### config.mk
export PLATFORM = sky130hd
export DESIGN_NAME = ssram
export DESIGN_NICKNAME = d
export VERILOG_FILES = /design/src/ssram.sv
export SDC_FILE = /design/constraint.sdc
export NUM_CORES = 1
export LEC_CHECK = 0
export BUFFER_PORTS_ARGS = -buffer_cell sky130_fd_sc_hd__buf_2
export CORE_UTILIZATION = 45
export DETAILED_ROUTE_END_ITERATION = 6
export GPL_ROUTABILITY_DRIVEN = 0
export PLACE_DENSITY = 0.63
export SLEW_MARGIN = 0
export SYNTH_ARGS = -nofsm -noshare
export SYNTH_HDL_FRONTEND = slang
export SYNTH_SLANG_ARGS = --single-unit
export TNS_END_PERCENT = 1
### constraint.sdc
create_clock -name clk_i -period 4.2 [get_ports clk_i]
set_input_delay 0.21 -clock clk_i [delete_from_list [all_inputs] [get_ports clk_i]]
set_output_delay 0.21 -clock clk_i [all_outputs]
set_load 0.02 [all_outputs]
### src/ssram.sv
// single-port synchronous sram
`timescale 1ns/100ps
`default_nettype none

module ssram #(
  parameter int NUM_WORDS = 16,
  parameter int DATA_LEN  = 32
) (
  input  wire logic                         clk_i,
  input  wire logic                         cs_i,     // chip select
  input  wire logic                         we_i,     // write when selected
  input  wire logic [$clog2(NUM_WORDS)-1:0] addr_i,
  input  wire logic [DATA_LEN-1:0]          wdata_i,
  output logic      [DATA_LEN-1:0]          rdata_o   // registered read port
);

  // storage array
  logic [DATA_LEN-1:0] mem_q [NUM_WORDS];

  always_ff @(posedge clk_i) begin : mem_access
    if (cs_i) begin
      if (we_i) begin
        mem_q[addr_i] <= wdata_i;  // rdata_o keeps old value
      end else begin
        rdata_o <= mem_q[addr_i];
      end
    end
  end

endmodule

`default_nettype wire

Word level (Yosys, flattened, before mapping)

Memories as Yosys holds them, arrays and structs flattened. A register that Yosys moved wholly into a read port is not among the register bits.
Index checks and enable logic that the tools add are counted.

Bitwise operators: 1
Reductions and logical operators: 1
Muxes and demuxes: 3

Operator list:

| kind              | count |
|---|---|
| $mux W1           | 3 |
| $reduce_and A2 Y1 | 1 |
| $not A1 Y1        | 1 |

Flip-flop bits (word level): 0
Input bits: 39
Memories: 1
Word-level logic and storage cells: 6
Bits in writable memories: 512

Memories:

| name  | words | width | read ports | clocked after Yosys merged registers in | wr ports | line | text |
|---|---|---|---|---|---|---|---|
| mem_q | 16    | 32    | 1          | 1                                       | 1        | 18   | `logic [DATA_LEN-1:0] mem_q [NUM_WORDS];` |

Depth between registers and ports, before layout

Word-level depth: 3
Depth in mapped cells: 6
Depth with buffers taken out: 3

Least setup slack after synthesis

OpenSTA, ideal clock, no wires.

Path kind: in2reg
Start point: input port addr_i[0]
End point: memory mem_q[0][0] (enable)
Arrival: 3288 ps
Stages on the path: 5
Path buffers: 3
Data required time: 3739 ps
Slack: 451 ps
Cell sequence: clkbuf_1 > buf_6 > buf_4 > or3_1 > nor3_1

RTL lines:

| what               | line | text |
|---|---|---|
| start: declaration | 12   | `input wire logic [$clog2(NUM_WORDS)-1:0] addr_i,` |
| end: declaration   | 18   |  |

No word-level cell before the write port.

Final worst setup path

Start point: input port addr_i[1]
End point: memory mem_q[10][8] (enable)

No word-level cell before the write port.

==> run metrics <==
Port-buffer cells 70; CTS sink cnt 544; RSZ-0062 raised after global routing false; Worst setup EP type flop; row cnt 77; Final Instance Area 23090 um^2; iteration count of the initial detailed-routing pass 5; number of vias in the routed layout 8980; IO Pins 71; critical path arrival 2330 ps; DIE WIDTH 214.0 um; outcome finished, final reports clean; Logic pwr share 0.046; synth top area cells edfxtp_1, mux4_2, a22oi_1; CTS tree built; Peak Freq 483.5 MHz; worst slew pin tran 1070 ps; Hold Vio Cnt, Final 0; YS warnings 0; Main synth FF type edfxtp_1; initial antenna violation count 2; Final setup viols 0; Sw Ratio 0.2041; Tmin final 2068 ps; initial cell density of the core 0.4572; startpoint types primary input; Final Max Tran Viols 0; total CTS buffers 52; wire per inst 25.60 um; setup TNS 0 ps; Reg clk slew, reported paths 60 ps; Cell Pwr Density 465.6 nW/um^2; final core occ 0.5223; Post-Synthesis Cells 844; core area 44220 um^2; DR vias/cell 5.634; first-pass GRT wire length 61750 um; min-delay worst type primary input to flop; synth cell count leaders edfxtp_1, mux4_2, a22oi_1, nand2_1, clkbuf_1; Mapped Area 20220 um^2; Die Span Y 214.0 um; fin crit share 0.4924; CP Max Fanout 71; largest net degree at the start of global routing 72; HPWL Detailed 23690 um; power share of the sequential group 0.565; Hold WS 21.24 ps; Peak supply drop 262.6 uV; most frequent cell after synthesis edfxtp_1; GRT Resource Usage Total 0.1836; Detail Route Antenna Nets 0; Syn Nets 883; Buf+Inv Stages, Crit Path 2; cell taking the most area after synthesis edfxtp_1; Synth-to-Final Area Change 14.23%; Finished Layout Cells 1594; FF+latch area 16340 um^2; Slowest Stage Delay on Critical Path 650 ps; Clock Path Buffers 3; Detailed Route WL 40800 um; fin nets 997; CTS resizes 0; clock power share 0.389; Clk Latency, worst-skew pair 570 ps; required time of the critical path 4460 ps; DRC viols 0; Setup CP Type primary input to flop; sequential area share after synthesis 0.8080; CP top delay family simple AND/OR/NAND/NOR gates; CTS Root Cell clkbuf_16; Slowest-stage cell, CP nor2_4; area of the multi-input gates 3769 um^2; Cell Area, Placed 21520 um^2; share of the synthesized area in the top cell type 0.8080; Fin Clk Skew 9.177 ps; Post-synth ARST share 0; vias in the first global route 9381; fillers 3354; H-tree levels 2; DRT iter0 DRCs 765; layout cells sized above 1 0.3147; sw power 2.194 mW; die area 45780 um^2; EDFF count, synth 544; grt total ovfl 0; post-synthesis register bit count 544; placed insts 1490; number of max-cap violations 0; distinct cell type count after synthesis 17; Slew headroom 0.2851; Avg Inst Size Synth 23.95 um^2; total internal power 8.559 mW; CP Cell Sequence buf_6, nand4b_1, nor2_4, buf_4; LEAKAGE 7.299 nW
-- power by group through the flow --
stage | registers, mW | logic (mW) | clock network, mW
6_report | 6.08 | 0.490 | 4.19
5_1_grt | 6.08 | 0.531 | 4.49
4_1_cts | 6.08 | 0.500 | 4.28
3_5_place_dp | 6.19 | 0.495 | 0
3_3_place_gp | 6.19 | 0.488 | 0
2_1_floorplan | 6.21 | 0.276 | 0
-- timing repair --
action,CTS,global route
hold buffers,6,0
setup buffers,0,0
hold endpoints to repair,73,0
-- worst paths after layout --
path                                 from                      to  slack (ps)  depth (start not counted)
hold reg to reg    mem_q[14][1]$_DFFE_PP_    rdata_o[1]$_DFFE_PP_         740                          3
hold / removal                wdata_i[12]  mem_q[7][12]$_DFFE_PP_          20                          1
setup / recovery                addr_i[1]  mem_q[10][8]$_DFFE_PP_        2130                          4
setup reg to reg  mem_q[11][23]$_DFFE_PP_   rdata_o[23]$_DFFE_PP_        2540                          3
-- per-layer routing --
layer,track usage,part of all wire,vias up
li1,-,-,3857
met1,0.2566,0.43,4841
met2,0.3014,0.50,237
met3,0.03397,0.052,45
met4,0.04317,0.017,0
met5,0,0,-
-- cell families after synthesis --
family,after synthesis,synth area share
AOI/OAI and AO/OA,64,0.02377
muxes,128,0.1426
buffers and inverters,47,0.01256
DFF,544,0.8080
and+or+nand+nor,61,0.01306
-- registers in the layout (all words and copies together), names as in the netlist --
name	flops
mem_q	512
rdata_o	32
-- per-stage QoR --
step                      power (mW)  setup WS, ps
after floorplan                6.481         451.0
after global placement         6.677          1578
after detailed placement       6.686          1563
after CTS                      10.85          2175
after global routing           11.10          2056
final                          10.75          2132
-- placed cells by master (no fill, tap or decap), drive strengths merged --
| cell type | synthesis | final |
|---|---|---|
| edfxtp | 544 | 544 |
| mux4 | 128 | 128 |
| buf | 21 | 100 |
| clkbuf | 26 | 70 |
| a22oi | 64 | 64 |
| nand2 | 34 | 34 |
| clkinv | 0 | 26 |
| nor2 | 13 | 13 |
| dlygate4sd3 | 0 | 6 |
| nor3 | 4 | 4 |
| nor2b | 3 | 3 |
| nand2b | 2 | 2 |
| nand4b | 2 | 2 |
| inv | 0 | 2 |
| diode | 0 | 1 |
| and2 | 1 | 1 |
| nand4 | 1 | 1 |
| or3 | 1 | 1 |
-- final cells by class --
| type | instances | share of cell area |
|---|---|---|
| Clock buffer | 69 | 0.06003 |
| Timing Repair Buffer | 107 | 0.03175 |
| Antenna cell | 1 | 0.0001084 |
| Clock inverter | 28 | 0.005526 |
| Sequential cell | 544 | 0.7073 |
| Multi-Input combinational cell | 253 | 0.1632 |
| Tap cell | 592 | 0.03207 |
(Power assumes the default switching activity.)
