<file path="src/icache_pkg.sv">
// l1 icache shared types
// geometry, address fields, channel structs
`default_nettype none

package icache_pkg;

  // geometry
  localparam int ICACHE_WAYS       = 2;
  localparam int ICACHE_SETS       = 16;
  localparam int ICACHE_WORD_LEN   = 32;
  localparam int ICACHE_LINE_WORDS = 4;
  localparam int ICACHE_LINE_LEN   = ICACHE_WORD_LEN * ICACHE_LINE_WORDS;  // 128
  localparam int ADDR_LEN          = 32;
  localparam int OFFSET_LEN        = $clog2(ICACHE_LINE_LEN / 8);  // byte offset in line
  localparam int IDX_LEN           = $clog2(ICACHE_SETS);
  localparam int TAG_LEN           = ADDR_LEN - IDX_LEN - OFFSET_LEN;  // 24
  localparam int VTAG_LEN          = 1 + TAG_LEN;  // valid + tag
  localparam int WAY_IDX_LEN       = $clog2(ICACHE_WAYS);
  localparam int WORD_OFF_LEN      = $clog2(ICACHE_LINE_WORDS);
  localparam int LINE_ADDR_LEN     = ADDR_LEN - OFFSET_LEN;

  typedef logic [ADDR_LEN-1:0]        icache_addr_t;
  typedef logic [LINE_ADDR_LEN-1:0]   icache_laddr_t;   // upper 28 bits
  typedef logic [IDX_LEN-1:0]         icache_idx_t;
  typedef logic [TAG_LEN-1:0]         icache_tag_t;
  typedef logic [WORD_OFF_LEN-1:0]    icache_woff_t;
  typedef logic [WAY_IDX_LEN-1:0]     icache_way_t;
  typedef logic [ICACHE_WORD_LEN-1:0] icache_word_t;
  typedef icache_word_t [ICACHE_LINE_WORDS-1:0] icache_line_t;  // word 0 in low bits

  // address field extraction
  function automatic icache_idx_t addr_idx(icache_addr_t addr);
    return addr[OFFSET_LEN +: IDX_LEN];
  endfunction

  function automatic icache_tag_t addr_tag(icache_addr_t addr);
    return addr[ADDR_LEN-1 -: TAG_LEN];
  endfunction

  function automatic icache_woff_t addr_woff(icache_addr_t addr);
    return addr[OFFSET_LEN-1 -: WORD_OFF_LEN];  // skips byte-in-word bits
  endfunction

  typedef struct packed {
    logic        valid;
    icache_tag_t tag;
  } icache_vtag_t;

  typedef struct packed {
    logic         valid;
    icache_addr_t addr;
  } fetch_req_t;

  typedef struct packed {
    logic         valid;
    icache_word_t data;
  } fetch_resp_t;

  typedef struct packed {
    logic          valid;
    icache_laddr_t line_addr;
  } l2_req_t;

  typedef struct packed {
    logic         valid;
    icache_line_t line;
  } l2_resp_t;

  // per-way sram strobes
  typedef struct packed {
    logic [ICACHE_WAYS-1:0] tag_cs;
    logic [ICACHE_WAYS-1:0] tag_we;
    logic [ICACHE_WAYS-1:0] data_cs;
    logic [ICACHE_WAYS-1:0] data_we;
  } icache_mem_ctrl_t;

  typedef struct packed {
    logic         hit;
    icache_way_t  way;
    icache_word_t word;
  } icache_way_sel_t;

endpackage

`default_nettype wire

</file>
<file path="src/icache_way_select.sv">
// icache way selector
// tag compare and hit word mux
`timescale 1ns/100ps
`default_nettype none

module icache_way_select
  import icache_pkg::*;
(
  input  wire icache_vtag_t [ICACHE_WAYS-1:0] vtag_i,     // per-way valid + tag
  input  wire icache_line_t [ICACHE_WAYS-1:0] line_i,     // per-way line read
  input  wire icache_tag_t                    req_tag_i,
  input  wire icache_woff_t                   req_word_i,
  output icache_way_sel_t                     way_sel_o
);

  logic [ICACHE_WAYS-1:0] hit_vec;
  icache_way_t            hit_way;
  icache_line_t           hit_line;

  always_comb begin : tag_cmp
    for (int w = 0; w < ICACHE_WAYS; w++) begin
      hit_vec[w] = vtag_i[w].valid && (vtag_i[w].tag == req_tag_i);
    end
  end

  // encoder, lowest hitting way wins
  always_comb begin : hit_enc
    hit_way = '0;
    for (int w = ICACHE_WAYS - 1; w >= 0; w--) begin
      if (hit_vec[w]) begin
        hit_way = icache_way_t'(w);
      end
    end
  end

  assign hit_line = line_i[hit_way];

  // word is don't-care when no way hits
  assign way_sel_o = '{
    hit:  |hit_vec,
    way:  hit_way,
    word: hit_line[req_word_i]
  };

endmodule

`default_nettype wire

</file>
<file path="config.mk">
export PLATFORM = sky130hd
export DESIGN_NAME = icache_way_select
export DESIGN_NICKNAME = d
export VERILOG_FILES = /design/src/icache_pkg.sv /design/src/icache_way_select.sv
export SDC_FILE = /design/constraint.sdc
export NUM_CORES = 1
export LEC_CHECK = 0
export ABC_AREA = 0
export BUFFER_PORTS_ARGS = -buffer_cell sky130_fd_sc_hd__buf_2
export CAP_MARGIN = 0
export CORE_AREA = 2 2 143 145
export DETAILED_ROUTE_END_ITERATION = 8
export DIE_AREA = 0 0 145 147
export GPL_TIMING_DRIVEN = 1
export PLACE_DENSITY_LB_ADDON = 0.12
export SLEW_MARGIN = 0
export SYNTH_ARGS = -nofsm -noshare
export SYNTH_HDL_FRONTEND = slang
export SYNTH_SLANG_ARGS = --single-unit
</file>
<file path="constraint.sdc">
create_clock -name vclk -period 4.2
set_input_delay 0.42 -clock vclk [all_inputs]
set_output_delay 0.42 -clock vclk [all_outputs]
set_load 0.01 [all_outputs]
</file>
=== After elaboration in Yosys (flattened, before gate mapping) ===
Cells that the tools add are included.

* Bits in registers: 0
* Output and inout port bits: 34
* Word-level logic and storage cells: 13

* $lt $le $gt $ge: 2
* Equal/unequal tests: 2
* Multiplexer cells: 6
* Reductions and logical operators: 3

{| class="wikitable"
|+ Operators with widths
! cell !! number
|-
| 128-bit 2-to-1 mux || 2
|-
| 32-bit binary-select mux with 2-bit select || 1
|-
| 24-bit equality test || 2
|-
| 32-bit 2-to-1 mux || 1
|-
| 2-bit by 3-bit < comparator with 1-bit output, second input constant || 1
|-
| 1-bit logical AND || 2
|-
| 1-bit by 2-bit < comparator with 1-bit output, second input constant || 1
|-
| 1-bit 2-to-1 mux || 2
|-
| 2-bit OR reduction || 1
|}

=== Longest topological paths before layout ===
* Word-level depth: 8
* Mapped depth: 6

=== Least setup slack after synthesis ===
No wires, ideal clock.

* Kind: in2out
* From: input req_word_i[0]
* To: output way_sel_o[1] (netlist name)
* Arrival: 2014 ps
* Required time: 3780 ps
* Slack: 1766 ps
* Cell stages on the path: 4
* Buffers on the path: 2
* Cell sequence: buf_4 > clkbuf_1 > mux4_2 > mux2_1

{| class="wikitable"
|+ RTL lines
! element !! RTL line !! source
|-
| from (decl) || icache_way_select.sv:12 || <nowiki>input wire icache_woff_t req_word_i,</nowiki>
|-
| to (decl) || icache_way_select.sv:13 || <nowiki>output icache_way_sel_t way_sel_o</nowiki>
|}

==> impl_metrics.yaml <==
worst_setup_path:
  startpoint_type: "primary input"
  cp.arrival_ns: 2.40
  cpMaxStageDelayCell: "mux2_2"
  cpMostUsedCell: "buf_2"
  cp_max_fo: 17
  cp.required_ns: 3.78
  worstSetupPathType: "primary input to output pin"
  cp_cell_sequence: "buf_2, xnor2_1, and4bb_2, nand4_1, a211oi_4, buf_4, mux2_2, buf_2"
  endpoint_kind: "output pin"
  slowest_delay_ns: 0.38
place:
  place_congestion: 0.898
  dp_cells: 820
  hpwl_um: 12200
  io_buffers: 366
  place_area_um2: 4690
  dpl_worst_slack_ns: 1.31
routing:
  drc_errors: 0
  firstDrtPassIters: 4
  vias: 3348
  wl_per_cell_um: 16.3
  routed_wl_um: 13300
  drtAntennaViolNets: 0
  viasPerCell: 4.08
  initialDrtViolationCount: 77
power_and_ir_drop:
  leakage_nw: 2.16
  p_per_area_nw_per_um2: 97.6
  total_power_mw: 0.458
  ir_worst_vdd_mv: 0.0478
  power_switching_mw: 0.175
  comb_power_share: 1.000
  power_frac_clock: 0
  p_seq_frac: 0
  sw_frac_of_total: 0.383
  p_int_mw: 0.282
finish:
  nNetsFinal: 884
  n_sequential_cell: 0
  regArea_um2: 0
  design_area_um2: 4690
  area_growth_pct: 83.4
  clockBufferCount: 0
  nFillCells: 2155
  antenna_cells: 0
  drive_above_1_share: 0.851
  fin_util: 0.236
  instances_no_fill: 820
grt:
  met1_usage: 0.129
  grt_max_degree: 38
  gr-max-usage-layer: "met2"
  grt_usage: 0.118
  grt_antenna_before_repair: 0
  grt_pass1_wl_um: 20300
  use_met2: 0.239
  grt_pass1_vias: 3790
  grt_use_met3: 0.0224
  overflow: 0
hold_path:
  min_path_type: "primary input to output pin"
  min_to: "way_sel_o[2]"
  holdPathStages: 4
  hold_path_startpoint: "line_i[2]"
sta:
  hold_viol_final: 0
  setup_slack_ns: 1.38
  period_share: 0.672
  worst_pin_slew_ns: 0.884
  rsz0062_at_grt: "false"
  finalSetupTns_ns: 0
  hold_ws_ns: 1.36
  max_freq_mhz: 355
  slew_headroom: 0.411
  setup_violations: 0
  drv_slew: 0
  period_needed_ns: 2.82
floorplan:
  io_pins: 366
  fp.coreArea_um2: 19800
  dieArea_um2: 21300
  die_y_um: 147
  rows: 52
  die_x_um: 145
  start_util: 0.129
yosys:
  synth.top_cell.area_share: 0.564
  synth_seq_area_share: 0
  yosys_warnings: 0
  synth.avg_cell_area_um2: 13.0
  synth.area.top_cells: "mux4_2 56%, mux2_2 13%, xnor2_1 12%, xor2_1 4.5%, nand4_1 3.2%"
  synthCells: 197
  synth.net_count: 529
  syn_area_um2: 2560
  yosysTopAreaCell: "mux4_2"
  ys_types: 23
clocking:
  cts.repair.resized: 0
  hold_buffers: 0
  post_cts_buffers: 0
flow_run:
  maxCapViolCount: 0
run_status:
  status: "completed"
[power by group through the flow]
stage          sequential (mW)  combinational, mW  clock (mW)
2_1_floorplan                0              0.233           0
3_3_place_gp                 0              0.460           0
3_5_place_dp                 0              0.463           0
4_1_cts                      0              0.465           0
5_1_grt                      0              0.498           0
6_report                     0              0.458           0
[area by class of cell]
class,instances,area (µm²),area share
multi-input cells,179,2470,0.526
repair buffers,371,1880,0.402
well taps,270,338,0.0720
[cells in the final DEF (no fill, tap or decap), types with 2 or more instances in the layout]
cell type	Yosys	routed
buf_2	0	365
mux4_2	64	64
xnor2_1	35	35
mux2_2	30	30
nand4_1	13	13
xor2_1	13	13
nor4_1	6	6
buf_4	2	5
nand2_1	4	4
nor4b_1	2	2
mux2_1	2	2
[cell families (layout without fill, tap and decap cells)]
family                 count (synthesis)  count (layout)  synth area share
AO/OA/AOI/OAI                          1               1           0.00489
XOR/XNOR                              48              48             0.164
buffers and inverters                 18             371            0.0382
AND/OR/NAND/NOR                       34              34            0.0881
multiplexers                          96              96             0.704
[cells in the mapped netlist (all sizes together)]
library cell  count
nand4b            1
nor2              1
buf               7
and2              1
nand4            13
nand4bb           1
clkbuf           11
nor4              7
mux4             64
a211oi            1
xor2             13
or4               1
mux2             32
nand2             4
and4bb            1
xnor2            35
nand3             1
nor4b             2
nand2b            1
[critical path: cells and delay by family]
kind            cells  cell delay (ns)
buf+inv             3             0.57
simple gates        2             0.43
xor+xnor            1             0.32
compound gates      1             0.27
mux                 1             0.38
[worst max path at each step]
stage | start | endpoint | slack, ns
2_1_floorplan | req_word_i[0] | way_sel_o[1] | 1.77
3_3_place_gp | req_tag_i[11] | way_sel_o[2] | 1.34
3_5_place_dp | req_tag_i[3] | way_sel_o[16] | 1.31
4_1_cts | req_tag_i[3] | way_sel_o[31] | 1.30
5_1_grt | req_tag_i[3] | way_sel_o[16] | 1.19
6_report | req_tag_i[3] | way_sel_o[16] | 1.38
[per-layer routing]
metal  share of wire  up-vias  routed length [µm]
li1                -     1560                   -
met1            0.36     1569                4750
met2            0.55      207                7410
met3           0.078       12                1040
met4           0.011        0                 153
met5               0        -                   0
(Power assumes the default switching activity.)
