===== src/icache_pkg.sv =====
// l1 icache shared types
// geometry, address fields, channel structs
`default_nettype none

package icache_pkg;

  // geometry
  localparam int ICACHE_WAYS       = 2;
  localparam int ICACHE_SETS       = 16;
  localparam int ICACHE_WORD_LEN   = 32;
  localparam int ICACHE_LINE_WORDS = 4;
  localparam int ICACHE_LINE_LEN   = ICACHE_WORD_LEN * ICACHE_LINE_WORDS;  // 128
  localparam int ADDR_LEN          = 32;
  localparam int OFFSET_LEN        = $clog2(ICACHE_LINE_LEN / 8);  // byte offset in line
  localparam int IDX_LEN           = $clog2(ICACHE_SETS);
  localparam int TAG_LEN           = ADDR_LEN - IDX_LEN - OFFSET_LEN;  // 24
  localparam int VTAG_LEN          = 1 + TAG_LEN;  // valid + tag
  localparam int WAY_IDX_LEN       = $clog2(ICACHE_WAYS);
  localparam int WORD_OFF_LEN      = $clog2(ICACHE_LINE_WORDS);
  localparam int LINE_ADDR_LEN     = ADDR_LEN - OFFSET_LEN;

  typedef logic [ADDR_LEN-1:0]        icache_addr_t;
  typedef logic [LINE_ADDR_LEN-1:0]   icache_laddr_t;   // upper 28 bits
  typedef logic [IDX_LEN-1:0]         icache_idx_t;
  typedef logic [TAG_LEN-1:0]         icache_tag_t;
  typedef logic [WORD_OFF_LEN-1:0]    icache_woff_t;
  typedef logic [WAY_IDX_LEN-1:0]     icache_way_t;
  typedef logic [ICACHE_WORD_LEN-1:0] icache_word_t;
  typedef icache_word_t [ICACHE_LINE_WORDS-1:0] icache_line_t;  // word 0 in low bits

  // address field extraction
  function automatic icache_idx_t addr_idx(icache_addr_t addr);
    return addr[OFFSET_LEN +: IDX_LEN];
  endfunction

  function automatic icache_tag_t addr_tag(icache_addr_t addr);
    return addr[ADDR_LEN-1 -: TAG_LEN];
  endfunction

  function automatic icache_woff_t addr_woff(icache_addr_t addr);
    return addr[OFFSET_LEN-1 -: WORD_OFF_LEN];  // skips byte-in-word bits
  endfunction

  typedef struct packed {
    logic        valid;
    icache_tag_t tag;
  } icache_vtag_t;

  typedef struct packed {
    logic         valid;
    icache_addr_t addr;
  } fetch_req_t;

  typedef struct packed {
    logic         valid;
    icache_word_t data;
  } fetch_resp_t;

  typedef struct packed {
    logic          valid;
    icache_laddr_t line_addr;
  } l2_req_t;

  typedef struct packed {
    logic         valid;
    icache_line_t line;
  } l2_resp_t;

  // per-way sram strobes
  typedef struct packed {
    logic [ICACHE_WAYS-1:0] tag_cs;
    logic [ICACHE_WAYS-1:0] tag_we;
    logic [ICACHE_WAYS-1:0] data_cs;
    logic [ICACHE_WAYS-1:0] data_we;
  } icache_mem_ctrl_t;

  typedef struct packed {
    logic         hit;
    icache_way_t  way;
    icache_word_t word;
  } icache_way_sel_t;

endpackage

`default_nettype wire


===== src/icache_ctrl.sv =====
// icache controller
// fsm, lru bits, flush sweep, sram strobes
`timescale 1ns/100ps
`default_nettype none

module icache_ctrl
  import icache_pkg::*;
(
  input  wire logic            clk_i,
  input  wire logic            arst_n_i,
  input  wire logic            flush_i,       // invalidate whole cache
  input  wire logic            abort_i,       // drop pending miss
  input  wire fetch_req_t      fetch_req_i,
  output logic                 ready_o,
  output fetch_resp_t          fetch_resp_o,
  output l2_req_t              l2_req_o,
  input  wire logic            l2_ready_i,
  input  wire l2_resp_t        l2_resp_i,
  output icache_mem_ctrl_t     mem_ctrl_o,
  output icache_idx_t          cache_idx_o,   // shared sram index
  output icache_vtag_t         vtag_wdata_o,
  output icache_tag_t          req_tag_o,     // to way selector
  output icache_woff_t         req_word_o,
  input  wire icache_way_sel_t way_sel_i
);

  typedef enum logic [2:0] {
    FLUSH,
    IDLE,
    COMPARE,
    L2_REQ,
    L2_WAIT,
    REFILL
  } icache_state_e;

  icache_state_e                   state_q, state_d;
  icache_idx_t                     flush_idx_q;    // sweep pointer
  icache_way_t [ICACHE_SETS-1:0]   lru_q;          // mru way per set
  logic [1:0]                      drop_cnt_q;     // aborted l2 answers still due
  icache_addr_t                    req_addr_q;     // latched fetch address
  icache_word_t                    refill_word_q;  // word picked off the l2 line

  icache_idx_t req_idx;
  icache_way_t victim;
  logic        accept;
  logic        resp_live;
  logic        resp_stale;
  logic        refill_we;
  logic        drop_inc;
  logic        flush_done;

  assign req_idx    = addr_idx(req_addr_q);
  assign req_tag_o  = addr_tag(req_addr_q);
  assign req_word_o = addr_woff(req_addr_q);
  assign victim     = ~lru_q[req_idx];  // not most recently used
  assign accept     = fetch_req_i.valid && ready_o;
  assign flush_done = (flush_idx_q == icache_idx_t'(ICACHE_SETS - 1));

  // an answer to an aborted miss must not land in a later one
  assign resp_live  = l2_resp_i.valid && (drop_cnt_q == '0);
  assign resp_stale = l2_resp_i.valid && (drop_cnt_q != '0);
  assign refill_we  = (state_q == L2_WAIT) && resp_live && !abort_i;
  assign drop_inc   = (state_q == L2_WAIT) && abort_i && !resp_live;

  always_comb begin : ready_logic
    case (state_q)
      IDLE:    ready_o = !flush_i;
      COMPARE: ready_o = way_sel_i.hit && !flush_i;  // hits stream
      REFILL:  ready_o = 1'b1;
      default: ready_o = 1'b0;
    endcase
  end

  always_comb begin : next_state
    state_d = state_q;
    case (state_q)
      FLUSH: begin
        if (flush_done) state_d = IDLE;
      end
      IDLE: begin
        if (flush_i) state_d = FLUSH;
        else if (accept) state_d = COMPARE;
      end
      COMPARE: begin
        if (flush_i) state_d = FLUSH;
        else if (!way_sel_i.hit) state_d = L2_REQ;  // miss
        else if (accept) state_d = COMPARE;
        else state_d = IDLE;
      end
      L2_REQ: begin
        if (l2_ready_i) state_d = L2_WAIT;  // request taken
      end
      L2_WAIT: begin
        if (abort_i) state_d = IDLE;
        else if (resp_live) state_d = REFILL;
      end
      REFILL: begin
        state_d = accept ? COMPARE : IDLE;
      end
      default: state_d = FLUSH;
    endcase
  end

  // front end and l2 channels
  always_comb begin : chan_out
    fetch_resp_o.valid = ((state_q == COMPARE) && way_sel_i.hit) || (state_q == REFILL);
    fetch_resp_o.data  = (state_q == REFILL) ? refill_word_q : way_sel_i.word;
    l2_req_o.valid     = (state_q == L2_REQ);  // held until l2_ready_i
    l2_req_o.line_addr = req_addr_q[ADDR_LEN-1:OFFSET_LEN];
  end

  // sram strobes, index and vtag write data
  always_comb begin : mem_out
    mem_ctrl_o   = '0;
    cache_idx_o  = addr_idx(fetch_req_i.addr);  // read on acceptance
    vtag_wdata_o = '{valid: 1'b1, tag: req_tag_o};
    if (state_q == FLUSH) begin
      mem_ctrl_o.tag_cs = '1;  // invalidate all ways
      mem_ctrl_o.tag_we = '1;
      cache_idx_o       = flush_idx_q;
      vtag_wdata_o      = '0;
    end else if (refill_we) begin
      mem_ctrl_o.tag_cs[victim]  = 1'b1;
      mem_ctrl_o.tag_we[victim]  = 1'b1;
      mem_ctrl_o.data_cs[victim] = 1'b1;
      mem_ctrl_o.data_we[victim] = 1'b1;
      cache_idx_o                = req_idx;
    end else if (accept) begin
      mem_ctrl_o.tag_cs  = '1;
      mem_ctrl_o.data_cs = '1;
    end
  end

  always_ff @(posedge clk_i or negedge arst_n_i) begin : ctrl_regs
    if (!arst_n_i) begin
      state_q     <= FLUSH;  // tag srams hold garbage
      flush_idx_q <= '0;
      lru_q       <= '0;
      drop_cnt_q  <= '0;
    end else begin
      state_q     <= state_d;
      flush_idx_q <= (state_q == FLUSH) ? flush_idx_q + 1'b1 : '0;
      if (state_q == FLUSH) begin
        lru_q <= '0;
      end else if ((state_q == COMPARE) && way_sel_i.hit) begin
        lru_q[req_idx] <= way_sel_i.way;
      end else if (refill_we) begin
        lru_q[req_idx] <= victim;  // refilled way now mru
      end
      drop_cnt_q <= drop_cnt_q + {1'b0, drop_inc} - {1'b0, resp_stale};
    end
  end

  always_ff @(posedge clk_i) begin : payload_regs
    if (accept) begin
      req_addr_q <= fetch_req_i.addr;
    end
    if (refill_we) begin
      refill_word_q <= l2_resp_i.line[req_word_o];
    end
  end

endmodule

`default_nettype wire


===== config.mk =====
export PLATFORM = sky130hd
export DESIGN_NAME = icache_ctrl
export DESIGN_NICKNAME = d
export VERILOG_FILES = /design/src/icache_pkg.sv /design/src/icache_ctrl.sv
export SDC_FILE = /design/constraint.sdc
export NUM_CORES = 1
export LEC_CHECK = 0
export BUFFER_PORTS_ARGS = -buffer_cell sky130_fd_sc_hd__buf_2
export CORE_AREA = 2 2 127 129
export DETAILED_ROUTE_END_ITERATION = 7
export DIE_AREA = 0 0 129 131
export PLACE_DENSITY = 0.74
export SYNTH_ARGS = -nofsm -noshare
export SYNTH_HDL_FRONTEND = slang
export SYNTH_SLANG_ARGS = --single-unit

===== constraint.sdc =====
create_clock -name clk_i -period 3.9 [get_ports clk_i]
set_input_delay 0.39 -clock clk_i [delete_from_list [all_inputs] [get_ports clk_i]]
set_output_delay 0.39 -clock clk_i [all_outputs]
set_load 0.02 [all_outputs]

Word level (Yosys, flattened, before mapping). Cells that the tools add are included.

Register bits after elaboration: 89. Output and inout bits: 126.

$add $sub $neg: 3. Magnitude comparators: 5. Equality and inequality tests: 10. Multiplexer cells: 34. Bitwise operators: 1. Reduce and logical (&&, ||, !) cells: 20.

Operator list (count): $bmux W32 S2 (1); $mux W32 (2); $mux W16 (3); $bwmux W16 (2); $mux W25 (1); $mux W4 (5); $mux W3 (6); $pmux W3 S6 (1); $mux W2 (6); $logic_and A1 B1 Y1 (11); $eq A3 B2 Y1 const B (2); $eq A3 B3 Y1 const B (2); $ne A3 B3 Y1 const B (2); $lt A4 B5 Y1 const B (1); $add A4 B1 Y4 const B (1); $bmux W1 S4 (1); $demux W1 S4 (1); $eq A4 B4 Y1 const B (1); $ge A4 B1 Y1 const B (1); $reduce_and A4 Y1 (1); $eq A3 B1 Y1 const B (1); $logic_not A1 Y1 (3); $logic_not A3 Y1 (1); $lt A2 B3 Y1 const B (1); 14 further kinds (16).

Depth between registers and ports, before layout.
Depth after elaboration: 9. Depth in mapped cells: 9. Gate-level depth less buffers: 8.

Worst setup path before layout. No wires, ideal clock.

Path type: flip-flop to output port. Start: register state_q[0]. End: output cache_idx_o[0]. Arrival time: 2.372 ns. Required time: 3.510 ns. Path slack: 1.138 ns. Stages on the path, launching flop included: 7. Path through: dfrtp_1 -> clkbuf_1 -> nor4b_2 -> nand2_1 -> inv_1 -> nand2_1 -> a31oi_1.

Longest elaborated chain between the ends: 5.

RTL lines: from (decl) (line icache_ctrl.sv:36) `icache_state_e state_q, state_d;`; from (signal assigned) (line icache_ctrl.sv:141) `state_q <= state_d;`; $eq A3 B3 Y1 (line icache_ctrl.sv:62) `assign refill_we = (state_q == L2_WAIT) && resp_live && !abort_i;`; $logic_and A1 B1 Y1 (2 in a row) (line icache_ctrl.sv:62); via refill_we (line icache_ctrl.sv:48) `logic refill_we;`; $mux W4 (line icache_ctrl.sv:122) `end else if (refill_we) begin`; $mux W4 (line icache_ctrl.sv:117) `if (state_q == FLUSH) begin`; to (decl) (line icache_ctrl.sv:20) `output icache_idx_t cache_idx_o,`.

The timed path passes the listed nets, and every way through them passes these cells.

==> impl_metrics.csv <==
group,metric,value,unit
cells_and_area,drive_gt1_share,61.9,%
timing,finalCritPeriodShare,80.7,%
yosys,synth_area,0.00500,mm2
routing,wl,15500,um
yosys,synth.avg_cell_area,13.1,um2
routing,dr.pass1.iters,4,
cells_and_area,final_common_cell,"buf_2",
run,cap_violations,0,
timing,fin_ws,0.753,ns
critical_path,cp_top_family,"multiplexers",
floorplan,boundaryPins,327,
floorplan,core-area,0.0156,mm2
timing,fin_crit,3.15,ns
critical_path,critPathCaptureType,"output pin",
cts,holdBufCountCts,0,
floorplan,die_area,0.0169,mm2
cts,clk_pin_slew,0.06,ns
critical_path,critPathMaxStageDelay,0.69,ns
cells_and_area,fin_area,0.00695,mm2
routing,drcViolationCount,0,
floorplan,dieWidth,129,um
cts,cts_inserted_buffers,9,
cts,postCtsSetupRepairBufs,0,
global_route,grt_pass1_wl,22300,um
timing,slew_viol_final,0,
timing,finalHoldViolCount,0,
outcome,status,"finished clean",
yosys,synth_edf_count,62,
critical_path,arrival,2.76,ns
critical_path,worstSetupPathType,"reg2out",
cts,cts.path.max_buffers,2,
routing,via_per_inst,4.72,
routing,drt_iter0_drc,195,
yosys,synth-seq-cells,87,
critical_path,critPathRequiredTime,3.51,ns
placed_design,portBuffers,324,
critical_path,worstPathMaxFanout,13,
cts,ctsResizeCount,0,
yosys,netlist_instances,381,
cts,cts_root_buf,"clkbuf_16",
cts,cts_max_level,3,
cells_and_area,layout.nets,878,
power_and_ir_drop,p_leak,3.27,nW
critical_path,critPathBufInv,2,
cts,cts_tree,"done",
timing,tightest_slew,0.845,ns
critical_path,slowest_stage,"edfxtp_1",
global_route,grt.total_usage,17.7,%
floorplan,rows,46,
power_and_ir_drop,ir_drop,303,uV
timing,tns,0,ns
routing,num_vias,4228,
cts,clock_sinks,87,
yosys,yosysUniqueCellTypes,46,
cells_and_area,fillCellCount,1499,
floorplan,start_util,32.1,%
timing,skew,0.00433,ns
yosys,syn_nets,585,
timing,hold_slack,0.0363,ns
critical_path,startpoint_type,"flip-flop",
yosys,ys_seq_area_share,49.7,%
yosys,yosys_warnings,0,
global_route,grt_remaining_overflow,0,
routing,wire_per_inst,17.3,um
power_and_ir_drop,cellPowerDensity,442,mW/mm2
placed_design,place_area,0.00665,mm2
placed_design,gp_congestion,0.842,
routing,ant_nets,0,
worst_hold_path,hp-class,"in2async",
cts,insertion_delay,0.34,ns
cells_and_area,area_delta_synth_final,38.9,%
timing,max_freq,318,MHz
cells_and_area,layout_common_cells,"324 x buf_2, 62 x edfxtp_1, 47 x nand2_1",
timing,slew_headroom,43.7,%
global_route,grt_pass1_vias,4058,
placed_design,post-place-ws,1.11,ns
timing,finalSetupViolCount,0,
timing,rsz0062_at_grt,"false",
floorplan,die_h,131,um
power_and_ir_drop,fin_total_pwr,3.07,mW
yosys,synthFlopType,"edfxtp_1",
global_route,grt_max_degree,45,
yosys,synthArstFlopShare,28.7,%
global_route,antenna_found_initial,1,
placed_design,dp_hpwl,12600,um
critical_path,crit_chain,"mux2_2 -> mux4_2 -> a22oi_1 -> nand2b_1 -> inv_2 -> a31oi_1 -> buf_2",
==> where the power goes <==
part / internal (mW) / switching (mW) / total [mW]
clock network: 0.499 / 0.368 / 0.867
logic: 0.420 / 0.634 / 1.05
registers: 1.07 / 0.0762 / 1.15
total: 1.99 / 1.08 / 3.07
==> kinds of logic (layout without fill, tap and decap cells) <==
family | Yosys count | after routing | share of synthesized area, %
and+or+nand+nor | 117 | 117 | 12.0
DFF | 87 | 87 | 49.7
muxes | 85 | 85 | 26.5
buffers and inverters | 56 | 354 | 6.30
AOI/OAI and AO/OA | 29 | 29 | 3.98
xor gates and xnor gates | 4 | 4 | 0.701
adders and majority gates | 3 | 3 | 0.751
other | 0 | 1 | 0
==> final cells by class <==
cell class              count  area (um2)  area share, %
flip-flops and latches     87        2490           35.8
clock inverters             7        71.3           1.03
clock buffers               9         225           3.24
well taps                 216         270           3.89
diodes                      1        2.50         0.0360
inverters                   9        33.8          0.486
multi-input cells         238        2200           31.6
repair buffers            329        1660           23.9
==> synth_stat cells, types with 2 or more instances <==
library cell / n / area share (%)
a21oi_1: 9 / 0.90
a31oi_1: 8 / 1.0
and2_1: 25 / 3.1
buf_2: 6 / 0.60
buf_4: 24 / 3.6
clkbuf_1: 15 / 1.1
dfrtp_1: 25 / 13
edfxtp_1: 62 / 37
ha_1: 3 / 0.75
inv_1: 7 / 0.53
mux2_1: 2 / 0.45
mux2_2: 33 / 7.4
mux2i_1: 15 / 3.0
mux4_2: 34 / 15
nand2_1: 47 / 3.5
nand2b_1: 5 / 0.63
nand3_1: 4 / 0.40
nor2_1: 14 / 1.1
nor2b_1: 5 / 0.63
nor3_1: 5 / 0.50
nor3b_1: 2 / 0.30
o21ai_0: 4 / 0.40
or3_1: 2 / 0.25
xnor2_1: 3 / 0.53
==> final timing paths <==
| path | startpoint | to | slack, ns | cells past startpoint |
|---|---|---|---|---|
| hold / removal | arst_n_i | lru_q[0] | 0.04 | 1 |
| max in group asynchronous | arst_n_i | lru_q[5] | 3.49 | 1 |
| setup / recovery | req_addr_q[5] | mem_ctrl_o[7] | 0.75 | 7 |
| hold reg to reg | flush_idx_q[0] | flush_idx_q[0] | 0.49 | 1 |
| setup reg to reg | req_addr_q[5] | lru_q[11] | 1.47 | 5 |
| min in group clk_i | fetch_req_i[17] | req_addr_q[17] | 0.22 | 1 |
==> through the flow <==
| stage | cells | utilization, % |
|---|---|---|
| 4_1_cts | 895 | 44.5 |
| 3_5_place_dp | 879 | 42.6 |
| 5_1_grt | 895 | 44.5 |
| 3_3_place_gp | 879 | 42.6 |
| 6_report | 896 | 44.5 |
| 2_1_floorplan | 381 | - |
==> state kept, by name, summed over array words and instances, names as in the netlist <==
name,count
refill_word_q,32
req_addr_q,30
lru_q,16
flush_idx_q,4
state_q,3
drop_cnt_q,2
==> routing by layer <==
layer	GRT usage [%]	part of all wire [%]
met1	22.8	40
met2	29.8	53
met3	4.28	6.0
met4	5.24	1.1
met5	0	0
Note: power is estimated with default switching activity, not from simulation.
